$ cat src/include/rv_core_cfg.svh
`ifndef RV_CORE_CFG_SVH
`define RV_CORE_CFG_SVH

// data and address width
`define RV_XLEN 32

// architectural registers, x0 included
`define RV_REG_COUNT 32

`define RV_RESET_PC 32'h0000_0000

// addi x0, x0, 0
`define RV_NOP 32'h0000_0013

`endif

$ cat src/verilog/rv_core_pkg.sv
`default_nettype none

`include "rv_core_cfg.svh"

package rv_core_pkg;

    typedef logic [`RV_XLEN-1:0] xlen_t;
    typedef logic [4:0] reg_idx_t;

    // major opcode, instr[6:2]
    typedef enum logic [4:0] {
        opc_op_imm = 5'b00100,
        opc_op     = 5'b01100,
        opc_lui    = 5'b01101,
        opc_branch = 5'b11000,
        opc_jal    = 5'b11011
    } opcode_e;

    typedef enum logic [3:0] {
        alu_add    = 4'd0,
        alu_sub    = 4'd1,
        alu_sll    = 4'd2,
        alu_slt    = 4'd3,
        alu_sltu   = 4'd4,
        alu_xor    = 4'd5,
        alu_srl    = 4'd6,
        alu_sra    = 4'd7,
        alu_or     = 4'd8,
        alu_and    = 4'd9,
        alu_pass_b = 4'd10
    } alu_op_e;

    // ------------------------------------------------------------
    // stage payloads
    // ------------------------------------------------------------

    typedef struct packed {
        logic     valid;
        xlen_t    pc;
        reg_idx_t rs1;
        reg_idx_t rs2;
        reg_idx_t rd;
        logic     wr;
        xlen_t    imm;      // already sign extended
        logic     imm_sel;  // alu b from imm
        alu_op_e  alu_op;
        logic [2:0] funct3; // branch condition
        logic     branch;
        logic     jal;
    } if_id_t;

    typedef struct packed {
        if_id_t ctl;
        xlen_t  op1;
        xlen_t  op2;
    } id_ex_t;

    typedef struct packed {
        logic     valid;
        xlen_t    pc;
        reg_idx_t rd;
        logic     wr;
        xlen_t    result;
        logic     taken;
        xlen_t    target;
    } ex_wb_t;

endpackage

`default_nettype wire

$ cat src/verilog/rv_stage_reg.sv
`timescale 1ns/10ps
`default_nettype none

module rv_stage_reg #(
    parameter type payload_t = logic
) (
    input  wire logic     clk,
    input  wire logic     rst_n,
    input  wire logic     flush_i,
    input  wire logic     stall_i,
    input  wire logic     bubble_i,
    input  wire payload_t d_i,
    output payload_t      q_o
);

    // flush beats stall, stall beats bubble
    always_ff @(posedge clk or negedge rst_n) begin
        if (!rst_n) begin
            q_o <= '0;
        end else if (flush_i) begin
            q_o <= '0;
        end else if (stall_i) begin
            q_o <= q_o;
        end else if (bubble_i) begin
            q_o <= '0; // empty slot, valid low
        end else begin
            q_o <= d_i;
        end
    end

endmodule

`default_nettype wire

$ cat src/verilog/rv_decode.sv
`timescale 1ns/10ps
`default_nettype none

`include "rv_core_cfg.svh"

module rv_decode (
    input  wire rv_core_pkg::xlen_t instr_i,
    input  wire rv_core_pkg::xlen_t pc_i,
    output rv_core_pkg::if_id_t     payload_o
);

    rv_core_pkg::alu_op_e arith_op;

    // funct3 to alu op, shared by OP and OP_IMM
    always_comb begin
        case (instr_i[14:12])
            3'b000: arith_op = (instr_i[5] && instr_i[30]) ? rv_core_pkg::alu_sub
                                                            : rv_core_pkg::alu_add;
            3'b001: arith_op = rv_core_pkg::alu_sll;
            3'b010: arith_op = rv_core_pkg::alu_slt;
            3'b011: arith_op = rv_core_pkg::alu_sltu;
            3'b100: arith_op = rv_core_pkg::alu_xor;
            3'b101: arith_op = instr_i[30] ? rv_core_pkg::alu_sra : rv_core_pkg::alu_srl;
            3'b110: arith_op = rv_core_pkg::alu_or;
            default: arith_op = rv_core_pkg::alu_and;
        endcase
    end

    always_comb begin
        payload_o        = '0;
        payload_o.valid  = (instr_i != `RV_NOP); // canonical nop never retires
        payload_o.pc     = pc_i;
        payload_o.funct3 = instr_i[14:12];
        case (instr_i[6:2])
            rv_core_pkg::opc_op: begin
                payload_o.rs1    = instr_i[19:15];
                payload_o.rs2    = instr_i[24:20];
                payload_o.rd     = instr_i[11:7];
                payload_o.wr     = (instr_i[11:7] != 5'd0);
                payload_o.alu_op = arith_op;
            end
            rv_core_pkg::opc_op_imm: begin
                payload_o.rs1     = instr_i[19:15];
                payload_o.rd      = instr_i[11:7];
                payload_o.wr      = (instr_i[11:7] != 5'd0);
                payload_o.imm     = {{20{instr_i[31]}}, instr_i[31:20]}; // shamt in [4:0]
                payload_o.imm_sel = 1'b1;
                payload_o.alu_op  = arith_op;
            end
            rv_core_pkg::opc_lui: begin
                payload_o.rd      = instr_i[11:7];
                payload_o.wr      = (instr_i[11:7] != 5'd0);
                payload_o.imm     = {instr_i[31:12], 12'd0};
                payload_o.imm_sel = 1'b1;
                payload_o.alu_op  = rv_core_pkg::alu_pass_b;
            end
            rv_core_pkg::opc_branch: begin
                payload_o.rs1    = instr_i[19:15];
                payload_o.rs2    = instr_i[24:20];
                payload_o.imm    = {{20{instr_i[31]}}, instr_i[7], instr_i[30:25],
                                    instr_i[11:8], 1'b0};
                payload_o.alu_op = rv_core_pkg::alu_sub; // flags do the compare
                payload_o.branch = 1'b1;
            end
            rv_core_pkg::opc_jal: begin
                payload_o.rd  = instr_i[11:7];
                payload_o.wr  = (instr_i[11:7] != 5'd0);
                payload_o.imm = {{12{instr_i[31]}}, instr_i[19:12], instr_i[20],
                                 instr_i[30:21], 1'b0};
                payload_o.jal = 1'b1;
            end
            default: ; // unsupported, passes through with no write
        endcase
    end

endmodule

`default_nettype wire

$ cat src/verilog/rv_regfile.sv
`timescale 1ns/10ps
`default_nettype none

`include "rv_core_cfg.svh"

module rv_regfile (
    input  wire logic                  clk,
    input  wire logic                  rst_n,
    input  wire rv_core_pkg::reg_idx_t rs1_i,
    input  wire rv_core_pkg::reg_idx_t rs2_i,
    input  wire rv_core_pkg::reg_idx_t rd_i,
    input  wire logic                  wr_i,
    input  wire rv_core_pkg::xlen_t    wrdata_i,
    output rv_core_pkg::xlen_t         r1_o,
    output rv_core_pkg::xlen_t         r2_o
);

    rv_core_pkg::xlen_t regs [1:`RV_REG_COUNT-1]; // no storage for x0

    always_ff @(posedge clk or negedge rst_n) begin
        if (!rst_n) begin
            for (int i = 1; i < `RV_REG_COUNT; i++) begin
                regs[i] <= '0;
            end
        end else if (wr_i && rd_i != 5'd0) begin
            regs[rd_i] <= wrdata_i;
        end
    end

    assign r1_o = (rs1_i == 5'd0) ? '0 : regs[rs1_i];
    assign r2_o = (rs2_i == 5'd0) ? '0 : regs[rs2_i];

endmodule

`default_nettype wire

$ cat src/verilog/rv_alu.sv
`timescale 1ns/10ps
`default_nettype none

`include "rv_core_cfg.svh"

module rv_alu (
    input  wire rv_core_pkg::alu_op_e op_i,
    input  wire rv_core_pkg::xlen_t   a_i,
    input  wire rv_core_pkg::xlen_t   b_i,
    input  wire logic [2:0]           funct3_i,
    output rv_core_pkg::xlen_t        result_o,
    output logic                      cond_o
);

    logic [`RV_XLEN:0] diff; // extra bit is the carry out
    logic carry, zero, neg, ovf;
    logic [4:0] shamt;

    // a - b as a + ~b + 1, carry set means no borrow
    assign diff  = {1'b0, a_i} + {1'b0, ~b_i} + {{`RV_XLEN{1'b0}}, 1'b1};
    assign carry = diff[`RV_XLEN];
    assign zero  = (diff[`RV_XLEN-1:0] == '0);
    assign neg   = diff[`RV_XLEN-1];
    assign ovf   = (a_i[`RV_XLEN-1] != b_i[`RV_XLEN-1]) && (neg != a_i[`RV_XLEN-1]);
    assign shamt = b_i[4:0];

    always_comb begin
        case (op_i)
            rv_core_pkg::alu_add:  result_o = a_i + b_i;
            rv_core_pkg::alu_sub:  result_o = diff[`RV_XLEN-1:0];
            rv_core_pkg::alu_sll:  result_o = a_i << shamt;
            rv_core_pkg::alu_slt:  result_o = {{(`RV_XLEN-1){1'b0}}, neg ^ ovf};
            rv_core_pkg::alu_sltu: result_o = {{(`RV_XLEN-1){1'b0}}, ~carry};
            rv_core_pkg::alu_xor:  result_o = a_i ^ b_i;
            rv_core_pkg::alu_srl:  result_o = a_i >> shamt;
            rv_core_pkg::alu_sra:  result_o = $signed(a_i) >>> shamt;
            rv_core_pkg::alu_or:   result_o = a_i | b_i;
            rv_core_pkg::alu_and:  result_o = a_i & b_i;
            default:               result_o = b_i; // pass b
        endcase
    end

    // branch condition from the subtract flags
    always_comb begin
        case (funct3_i)
            3'b000:  cond_o = zero;         // beq
            3'b001:  cond_o = ~zero;        // bne
            3'b100:  cond_o = neg ^ ovf;    // blt
            3'b101:  cond_o = ~(neg ^ ovf); // bge
            3'b110:  cond_o = ~carry;       // bltu
            3'b111:  cond_o = carry;        // bgeu
            default: cond_o = 1'b0;
        endcase
    end

endmodule

`default_nettype wire

$ cat src/verilog/rv_hazard_unit.sv
`timescale 1ns/10ps
`default_nettype none

module rv_hazard_unit (
    input  wire rv_core_pkg::reg_idx_t rs1_i,
    input  wire rv_core_pkg::reg_idx_t rs2_i,
    input  wire rv_core_pkg::reg_idx_t ex_rd_i,
    input  wire logic                  ex_wr_i,
    input  wire rv_core_pkg::reg_idx_t wb_rd_i,
    input  wire logic                  wb_wr_i,
    input  wire rv_core_pkg::xlen_t    wb_data_i,
    input  wire logic                  wb_redirect_i,
    input  wire rv_core_pkg::xlen_t    r1_i,
    input  wire rv_core_pkg::xlen_t    r2_i,
    output rv_core_pkg::xlen_t         op1_o,
    output rv_core_pkg::xlen_t         op2_o,
    output logic                       flush_o,
    output logic                       stall_o,
    output logic                       bubble_o
);

    logic fwd1, fwd2;
    logic raw_ex; // producer still in execute, result not ready

    // ------------------------------------------------------------
    // forwarding from writeback
    // ------------------------------------------------------------
    assign fwd1  = wb_wr_i && rs1_i != 5'd0 && rs1_i == wb_rd_i;
    assign fwd2  = wb_wr_i && rs2_i != 5'd0 && rs2_i == wb_rd_i;
    assign op1_o = fwd1 ? wb_data_i : r1_i;
    assign op2_o = fwd2 ? wb_data_i : r2_i;

    // ------------------------------------------------------------
    // stall and bubble
    // ------------------------------------------------------------
    assign raw_ex = ex_wr_i && ex_rd_i != 5'd0 &&
                    (rs1_i == ex_rd_i || rs2_i == ex_rd_i);

    assign flush_o  = wb_redirect_i;
    assign stall_o  = raw_ex && !wb_redirect_i; // redirect wins
    assign bubble_o = raw_ex && !wb_redirect_i;

endmodule

`default_nettype wire

$ cat src/verilog/rv_core.sv
`timescale 1ns/10ps
`default_nettype none

`include "rv_core_cfg.svh"

module rv_core (
    input  wire logic                  clk,
    input  wire logic                  rst_n,
    output rv_core_pkg::xlen_t         imem_addr_o,
    input  wire rv_core_pkg::xlen_t    imem_data_i,
    output logic                       retire_o,
    output rv_core_pkg::xlen_t         retire_pc_o,
    output rv_core_pkg::reg_idx_t      retire_rd_o,
    output rv_core_pkg::xlen_t         retire_data_o
);

    rv_core_pkg::xlen_t   pc_q;
    rv_core_pkg::if_id_t  if_id_d, if_id_q;
    rv_core_pkg::id_ex_t  id_ex_d, id_ex_q;
    rv_core_pkg::ex_wb_t  ex_wb_d, ex_wb_q;
    logic                 flush, stall, bubble;
    rv_core_pkg::xlen_t   rf_r1, rf_r2, op1, op2;
    rv_core_pkg::xlen_t   alu_b, alu_result, ex_pc_plus4;
    logic                 alu_cond;

    // ------------------------------------------------------------
    // fetch, predict not taken
    // ------------------------------------------------------------
    always_ff @(posedge clk or negedge rst_n) begin
        if (!rst_n) begin
            pc_q <= `RV_RESET_PC;
        end else if (flush) begin
            pc_q <= ex_wb_q.target; // redirect from writeback
        end else if (!stall) begin
            pc_q <= pc_q + 32'd4;
        end
    end

    assign imem_addr_o = pc_q;

    rv_decode decode_u0 (.instr_i(imem_data_i), .pc_i(pc_q), .payload_o(if_id_d));

    rv_stage_reg #(.payload_t(rv_core_pkg::if_id_t)) if_id_u0 (
        .clk(clk), .rst_n(rst_n), .flush_i(flush), .stall_i(stall), .bubble_i(1'b0),
        .d_i(if_id_d), .q_o(if_id_q)
    );

    // ------------------------------------------------------------
    // decode, operand read
    // ------------------------------------------------------------
    rv_regfile regfile_u0 (
        .clk(clk), .rst_n(rst_n),
        .rs1_i(if_id_q.rs1), .rs2_i(if_id_q.rs2),
        .rd_i(ex_wb_q.rd), .wr_i(ex_wb_q.wr), .wrdata_i(ex_wb_q.result),
        .r1_o(rf_r1), .r2_o(rf_r2)
    );

    rv_hazard_unit hazard_u0 (
        .rs1_i(if_id_q.rs1), .rs2_i(if_id_q.rs2),
        .ex_rd_i(id_ex_q.ctl.rd), .ex_wr_i(id_ex_q.ctl.wr),
        .wb_rd_i(ex_wb_q.rd), .wb_wr_i(ex_wb_q.wr), .wb_data_i(ex_wb_q.result),
        .wb_redirect_i(ex_wb_q.valid && ex_wb_q.taken),
        .r1_i(rf_r1), .r2_i(rf_r2), .op1_o(op1), .op2_o(op2),
        .flush_o(flush), .stall_o(stall), .bubble_o(bubble)
    );

    always_comb begin
        id_ex_d.ctl = if_id_q;
        id_ex_d.op1 = op1;
        id_ex_d.op2 = op2;
    end

    rv_stage_reg #(.payload_t(rv_core_pkg::id_ex_t)) id_ex_u0 (
        .clk(clk), .rst_n(rst_n), .flush_i(flush), .stall_i(1'b0), .bubble_i(bubble),
        .d_i(id_ex_d), .q_o(id_ex_q)
    );

    // ------------------------------------------------------------
    // execute
    // ------------------------------------------------------------
    assign alu_b       = id_ex_q.ctl.imm_sel ? id_ex_q.ctl.imm : id_ex_q.op2;
    assign ex_pc_plus4 = id_ex_q.ctl.pc + 32'd4;

    rv_alu alu_u0 (
        .op_i(id_ex_q.ctl.alu_op), .a_i(id_ex_q.op1), .b_i(alu_b),
        .funct3_i(id_ex_q.ctl.funct3), .result_o(alu_result), .cond_o(alu_cond)
    );

    always_comb begin
        ex_wb_d        = '0;
        ex_wb_d.valid  = id_ex_q.ctl.valid;
        ex_wb_d.pc     = id_ex_q.ctl.pc;
        ex_wb_d.rd     = id_ex_q.ctl.rd;
        ex_wb_d.wr     = id_ex_q.ctl.wr;
        ex_wb_d.result = id_ex_q.ctl.jal ? ex_pc_plus4 : alu_result; // lui via pass b
        ex_wb_d.taken  = id_ex_q.ctl.valid &&
                         (id_ex_q.ctl.jal || (id_ex_q.ctl.branch && alu_cond));
        ex_wb_d.target = ex_wb_d.taken ? id_ex_q.ctl.pc + id_ex_q.ctl.imm : ex_pc_plus4;
    end

    rv_stage_reg #(.payload_t(rv_core_pkg::ex_wb_t)) ex_wb_u0 (
        .clk(clk), .rst_n(rst_n), .flush_i(flush), .stall_i(1'b0), .bubble_i(1'b0),
        .d_i(ex_wb_d), .q_o(ex_wb_q)
    );

    // writeback, reported as retire
    assign retire_o      = ex_wb_q.valid;
    assign retire_pc_o   = ex_wb_q.pc;
    assign retire_rd_o   = ex_wb_q.wr ? ex_wb_q.rd : 5'd0;
    assign retire_data_o = ex_wb_q.result;

endmodule

`default_nettype wire

$ cat config.mk
export PLATFORM = sky130hd
export DESIGN_NAME = rv_core
export DESIGN_NICKNAME = d
export VERILOG_FILES = /design/src/verilog/rv_core_pkg.sv /design/src/verilog/rv_stage_reg.sv /design/src/verilog/rv_decode.sv /design/src/verilog/rv_regfile.sv /design/src/verilog/rv_alu.sv /design/src/verilog/rv_hazard_unit.sv /design/src/verilog/rv_core.sv
export VERILOG_INCLUDE_DIRS = /design/src /design/src/include
export SDC_FILE = /design/constraint.sdc
export NUM_CORES = 2
export LEC_CHECK = 0
export ABC_AREA = 1
export BUFFER_PORTS_ARGS = -buffer_cell sky130_fd_sc_hd__buf_4
export CORE_ASPECT_RATIO = 1.1
export CORE_MARGIN = 8
export CORE_UTILIZATION = 45
export CTS_BUF_LIST = sky130_fd_sc_hd__clkbuf_16
export DETAILED_ROUTE_END_ITERATION = 8
export SKIP_CTS_REPAIR_TIMING = 1
export SKIP_LAST_GASP = 1
export SLEW_MARGIN = 0
export SYNTH_ARGS = -nofsm -noshare
export SYNTH_HDL_FRONTEND = slang
export SYNTH_SLANG_ARGS = --single-unit
$ cat constraint.sdc
create_clock -name clk -period 6.2 [get_ports clk]
set_input_delay 0.93 -clock clk [delete_from_list [all_inputs] [get_ports clk]]
set_output_delay 0.93 -clock clk [all_outputs]
set_load 0.02 [all_outputs]
== Word level (Yosys, flattened, before mapping) ==
Index checks and enable logic that the tools add are counted.
Word-level totals
  bits in writable memories: 0
  word-level logic and storage cells: 190
  output and inout port bits: 102
  flip-flop bits (word level): 1364
  bits in latches: 0
  bits in read-only memories: 0
  memories kept: 0
Cells by class
  add/subtract/negate cells: 6
  multiplexer cells: 37
  $mul: 0
  equality and inequality tests: 33
  shift operators: 3
  divide/modulo/power cells: 0
  reduce and logical (&&, ||, !) cells: 33
  bitwise operators: 11
  magnitude comparators: 4
Operators by type and width (count)
  bitwise mux 992 bit: 1
  2-to-1 mux 32 bit: 14
  binary-select mux 32 bit (select 5 bit): 2
  one-hot mux 32 bit (10 select lines): 1
  2-to-1 mux 155 bit: 2
  2-to-1 mux 91 bit: 2
  demux 32 bit (select 5 bit): 1
  one-hot mux 32 bit (4 select lines): 1
  2-to-1 mux 104 bit: 1
  adder 32 x 3 -> 32 bit, second input constant: 2
  adder 32 bit: 2
  adder 32 x 32 -> 33 bit: 1
  adder 33 x 1 -> 33 bit, second input constant: 1
  bitwise AND 32 bit: 1
  zero test 32 bit: 1
  inequality test 32 x 5 -> 1 bit, second input constant: 1
  NOT 32 bit: 1
  OR 32 bit: 1
  << shifter 32 x 5 -> 32 bit: 1
  right shift 32 x 5 -> 32 bit: 1
  >>> shifter 32 x 5 -> 32 bit: 1
  XOR 32 bit: 1
  one-hot mux 4 bit (7 select lines): 1
  nonzero test 5 bit: 5
  other kinds (32): 81

== Logic depth before layout (Yosys ltp) ==
  word-level depth: 14
  mapped depth: 41
  gate-level depth less buffers: 34

== Cells and area by module ==
Synthesis repeated with hierarchy kept, for this count alone.
Second synthesis, totals
  cell total of the unflattened synthesis: 15165
  area, all modules: 94635.8 sq um
Modules (own cells, without submodules)
  rv_regfile: seq. area each 24823.8 sq um, cells each 9244, times used 1, area each 58558.7 sq um
  rv_alu: seq. area each 0.0 sq um, cells each 2018, times used 1, area each 10178.5 sq um
  rv_stage_reg (id_ex_u0): seq. area each 3878.7 sq um, cells each 1000, times used 1, area each 7541.0 sq um
  rv_core: seq. area each 800.8 sq um, cells each 1137, times used 1, area each 6281.0 sq um
  rv_stage_reg (ex_wb_u0): seq. area each 2602.5 sq um, cells each 671, times used 1, area each 4966.0 sq um
  rv_stage_reg (if_id_u0): seq. area each 2277.2 sq um, cells each 586, times used 1, area each 4508.1 sq um
  rv_hazard_unit: seq. area each 0.0 sq um, cells each 313, times used 1, area each 1507.7 sq um
  rv_decode: seq. area each 0.0 sq um, cells each 196, times used 1, area each 1094.8 sq um

== Worst setup path before layout ==
Ideal clock, no wire load.
  path kind: flip-flop to flip-flop
  from: reg id_ex_u0.q_o[73] (netlist bit)
  to: reg ex_wb_u0.q_o[26] (netlist bit)
  setup slack: 1.186 ns
  data required time: 6.068 ns
  cell stages (with the launch flop): 42
  arrival: 4.882 ns
  clock period less this slack: 5.014 ns
  path buffers: 7
  setup time: 0.132 ns
  cell sequence: dfrtp_1 buf_2 inv_2 clkbuf_1 or2_2 o21ai_0 buf_2 buf_1 ha_1 buf_4 inv_2 nand2_1 nand2_1 clkinv_1 nand3_2 nand2_1 nand2_1 nand2_1 [6 not listed] nor2_1 nand3_1 nor2_1 nand3_1 nor2_1 nand3_1 nor2_1 nand3_1 nand2_1 nand3_1 nand2_2 nand2_4 nand2_2 buf_6 buf_6 nand2_1 nand2_1 nor2_1
On the way
  longest elaborated chain between the ends: 14
  elaborated cells on any way between the ends: 18
  those cells by class: 2 x add/sub; 2 x eq/ne; 4 x mux; 5 x bitwise; 5 x reduce/logical
RTL lines
  start: declaration: RTL line rv_stage_reg.sv:13  | output payload_t q_o
  start signal: assignment: RTL line rv_stage_reg.sv:23  | q_o <= q_o;
  start signal: assignment: RTL line rv_stage_reg.sv:27  | q_o <= d_i;
  2-to-1 mux 32 bit *: RTL line rv_core.sv:81  | assign alu_b = id_ex_q.ctl.imm_sel ? id_ex_q.ctl.imm : id_ex_q.op2;
  NOT 32 bit: RTL line rv_alu.sv:20  | assign diff = {1'b0, a_i} + {1'b0, ~b_i} + {{`RV_XLEN{1'b0}}, 1'b1};
  adder 32 x 32 -> 33 bit: RTL line rv_alu.sv:20
  adder 33 x 1 -> 33 bit: RTL line rv_alu.sv:20
  inequality test 1 bit: RTL line rv_alu.sv:24  | assign ovf = (a_i[`RV_XLEN-1] != b_i[`RV_XLEN-1]) && (neg != a_i[`RV_XLEN-1]);
  logical AND 1 bit: RTL line rv_alu.sv:24
  XOR 1 bit: RTL line rv_alu.sv:48, rv_alu.sv:49
  NOT 1 bit: RTL line rv_alu.sv:49  | 3'b101: cond_o = ~(neg ^ ovf);
  one-hot mux 1 bit (6 select lines) *: RTL line rv_alu.sv:45  | case (funct3_i)
  logical AND 1 bit *: RTL line rv_core.sv:97  | (id_ex_q.ctl.jal || (id_ex_q.ctl.branch && alu_cond));
  logical OR 1 bit *: RTL line rv_core.sv:97
  logical AND 1 bit *: RTL line rv_core.sv:96  | ex_wb_d.taken = id_ex_q.ctl.valid &&
  2-to-1 mux 32 bit *: RTL line rv_core.sv:98  | ex_wb_d.target = ex_wb_d.taken ? id_ex_q.ctl.pc + id_ex_q.ctl.imm : ex_pc_plus4;
  2-to-1 mux 104 bit *: RTL line rv_stage_reg.sv:20  | end else if (flush_i) begin
  end signal: assignment: RTL line rv_stage_reg.sv:23
  end signal: assignment: RTL line rv_stage_reg.sv:27
  end: declaration: RTL line rv_stage_reg.sv:13
Every way passes the cells marked *; elsewhere a longest branch is shown, timed or not.
A chain may end at the register's enable or synchronous reset.

== Final worst setup path ==
  from: reg id_ex_u0.q_o[73] (netlist bit)
  to: reg ex_wb_u0.q_o[21] (netlist bit)
Same word-level chain as after synthesis.

==> results.json <==
{
  "stdcell_area_sq_um": 87200,
  "insertion_delay_ns": 0.84,
  "cts.sinks": 1364,
  "wl_microns": 394000,
  "area_delta_synth_final_pct": 10.9,
  "worstSetupPathType": "flip-flop to flip-flop",
  "final_cells": 12500,
  "synth_edf_count": 0,
  "fin_tns_setup_ns": 0,
  "hp-class": "primary input to asynchronous set/reset pin",
  "tightest_slew_ns": 1.25,
  "rr_worst_depth": 34,
  "max-slew-margin-rel_pct": 16.5,
  "cap_violations": 0,
  "crit_buf_inv": 4,
  "ys_warn_count": 0,
  "coreArea_sq_um": 174000,
  "routedWlPerCell_microns": 31.5,
  "maxSlewViolCount": 0,
  "antenna_found_initial": 25,
  "fin_nets": 10300,
  "crit_family": "simple AND/OR/NAND/NOR gates",
  "dieArea_sq_um": 188000,
  "rrSetupSlack_ns": 0.27,
  "ys_seq_area_share_pct": 43.4,
  "synthArstFlopShare_pct": 100,
  "crit_slowest_cell": "o21ai_0",
  "ys_ff_latch": 1364,
  "clock-skew-final_ns": 0.0284,
  "period_needed_ns": 5.93,
  "hold_viol": 0,
  "slowest_delay_ns": 0.60,
  "synth_nets": 10500,
  "start_kind": "flip-flop",
  "fin_util_pct": 50.0,
  "drt_pass1_iterations": 6,
  "synth_area_sq_um": 78600,
  "vias": 80600,
  "cts-buffers-inserted": 154,
  "ys.flop_type": "dfrtp_1",
  "fmax_ghz": 0.169,
  "grt_pass1_wl_microns": 560000,
  "holdWs_ns": 0.0661,
  "crit_path_max_fanout": 29,
  "setup_viol": 0,
  "r2r-start": "id_ex_u0.q_o[73]$_DFF_PN0_",
  "synth_cells": 10300,
  "crit_top_cell": "nand2_1",
  "grt_usage_pct": 40.3,
  "vias_per_cell": 6.45,
  "grt_pass1_vias": 76200,
  "setup.worst_path.start": "id_ex_u0.q_o[73]$_DFF_PN0_",
  "cp.depth": 34,
  "placed_area_sq_um": 82100,
  "rsz0062_at_grt": "no",
  "fillers": 17200,
  "gp_congestion": 1.09,
  "grt_max_degree": 176,
  "syn_avg_cell_area_sq_um": 7.62,
  "start_util_pct": 45.1,
  "cp-end-kind": "flip-flop",
  "critPathRequiredTime_ns": 6.88,
  "seqCellArea_sq_um": 34200,
  "reg2reg_to": "ex_wb_u0.q_o[21]$_DFF_PN0_",
  "core.rowCount": 161,
  "layout_common_cells": "nand2_1 (1958), o21ai_0 (1934), dfrtp_1 (1354)",
  "drc": 0,
  "drtAntennaViolNets": 0,
  "ctsRootBufferMaster": "clkbuf_16",
  "crit_arrival_ns": 6.61,
  "clockBufferDepth": 3,
  "clk_pin_slew_ns": 0.06,
  "pwr_density_cell_nw_per_um2": 304,
  "grt-ovfl-total": 0,
  "cts_max_level": 4,
  "p_leak_uw": 0.0378,
  "dp.cells": 12200,
  "fp.dieW_microns": 414,
  "period_share_pct": 95.7,
  "cts_tree": "built",
  "synth.distinct_cells": 64,
  "ioPinCount": 136,
  "layout_commonest_cell": "nand2_1",
  "hpwl_microns": 261000,
  "drive_above_1_share_pct": 8.83,
  "status": "finished clean",
  "ir_drop_mv": 0.312,
  "drtIter0Drc": 11600,
  "numPortBuffers": 135,
  "multiInputGateArea_sq_um": 36700,
  "fp.dieH_microns": 454
}
-- final cells by class --
| cell class | instances | share of cell area (%) |
|---|---|---|
| multi-input cells | 6932 | 42.1 |
| flip-flops and latches | 1364 | 39.2 |
| inverters | 1140 | 4.95 |
| repair buffers | 493 | 4.71 |
| clock buffers | 159 | 4.57 |
| well taps | 2282 | 3.28 |
| clock inverters | 122 | 1.14 |
| diodes | 18 | 0.0517 |
-- state kept, by name, indices dropped and copies added, names as in the netlist --
signal and cells:
if_id_u0.q_o 91, id_ex_u0.q_o 145, regfile_u0.regs 992, ex_wb_u0.q_o 104, imem_addr_o 32
-- metrics by stage --
| stage | setup WS, ns | total power [uW] |
|---|---|---|
| after floorplan | 1.19 | 13900 |
| after global placement | 0.154 | 17200 |
| after detailed placement | 0.0961 | 17100 |
| after CTS | 0.0753 | 26400 |
| after global routing | 0.00441 | 27300 |
| final | 0.266 | 26500 |
-- report_power, final --
group | leakage, uW | internal (uW) | switching, uW
clock network | 0.00254 | 5230 | 4070
logic | 0.0166 | 1850 | 4790
registers | 0.0186 | 9620 | 907
-- Yosys cell counts (31+ instances only) --
cell / number / area [sq um]
or2_2: 35 / 219
o22ai_1: 143 / 895
nor2_1: 423 / 1590
inv_1: 1082 / 4060
dfrtp_1: 1364 / 34100
o211ai_1: 144 / 1080
clkbuf_1: 693 / 2600
o221ai_1: 453 / 3970
nand3_1: 326 / 1630
nand2_1: 1987 / 7460
inv_2: 31 / 116
a21oi_1: 767 / 3840
buf_2: 53 / 265
nor3_1: 58 / 290
nand4_1: 45 / 282
ha_1: 131 / 1640
buf_1: 45 / 169
buf_4: 81 / 608
a31oi_1: 33 / 206
xor2_1: 69 / 604
o21ai_0: 1944 / 9730
a211oi_1: 60 / 450
-- routing by layer --
layer | vias up | share of wire, % | track usage [%]
li1 | 34700 | - | -
met1 | 39200 | 39 | 53.2
met2 | 5410 | 42 | 59.5
met3 | 1249 | 11 | 10.1
met4 | 10 | 7.2 | 25.0
met5 | - | 0.038 | 0
-- worst max-delay path by stage --
stage                                       endpoint  slack (ns)
after global placement    ex_wb_u0.q_o[26]$_DFF_PN0_        0.15
after global routing      ex_wb_u0.q_o[26]$_DFF_PN0_       0.004
after detailed placement  ex_wb_u0.q_o[21]$_DFF_PN0_         0.1
final                     ex_wb_u0.q_o[21]$_DFF_PN0_        0.27
after CTS                 ex_wb_u0.q_o[21]$_DFF_PN0_        0.08
after floorplan           ex_wb_u0.q_o[26]$_DFF_PN0_        1.19
-- cell families after synthesis --
kind of cell    after synthesis  synth area share, %
compound gates             3730                 27.6
xor+xnor                     87                0.969
fa+ha+maj                   135                 2.19
buf+inv                    2020                 10.2
flops                      1364                 43.4
mux                          22                0.280
simple gates               2958                 15.4
(Power assumes the default switching activity.)
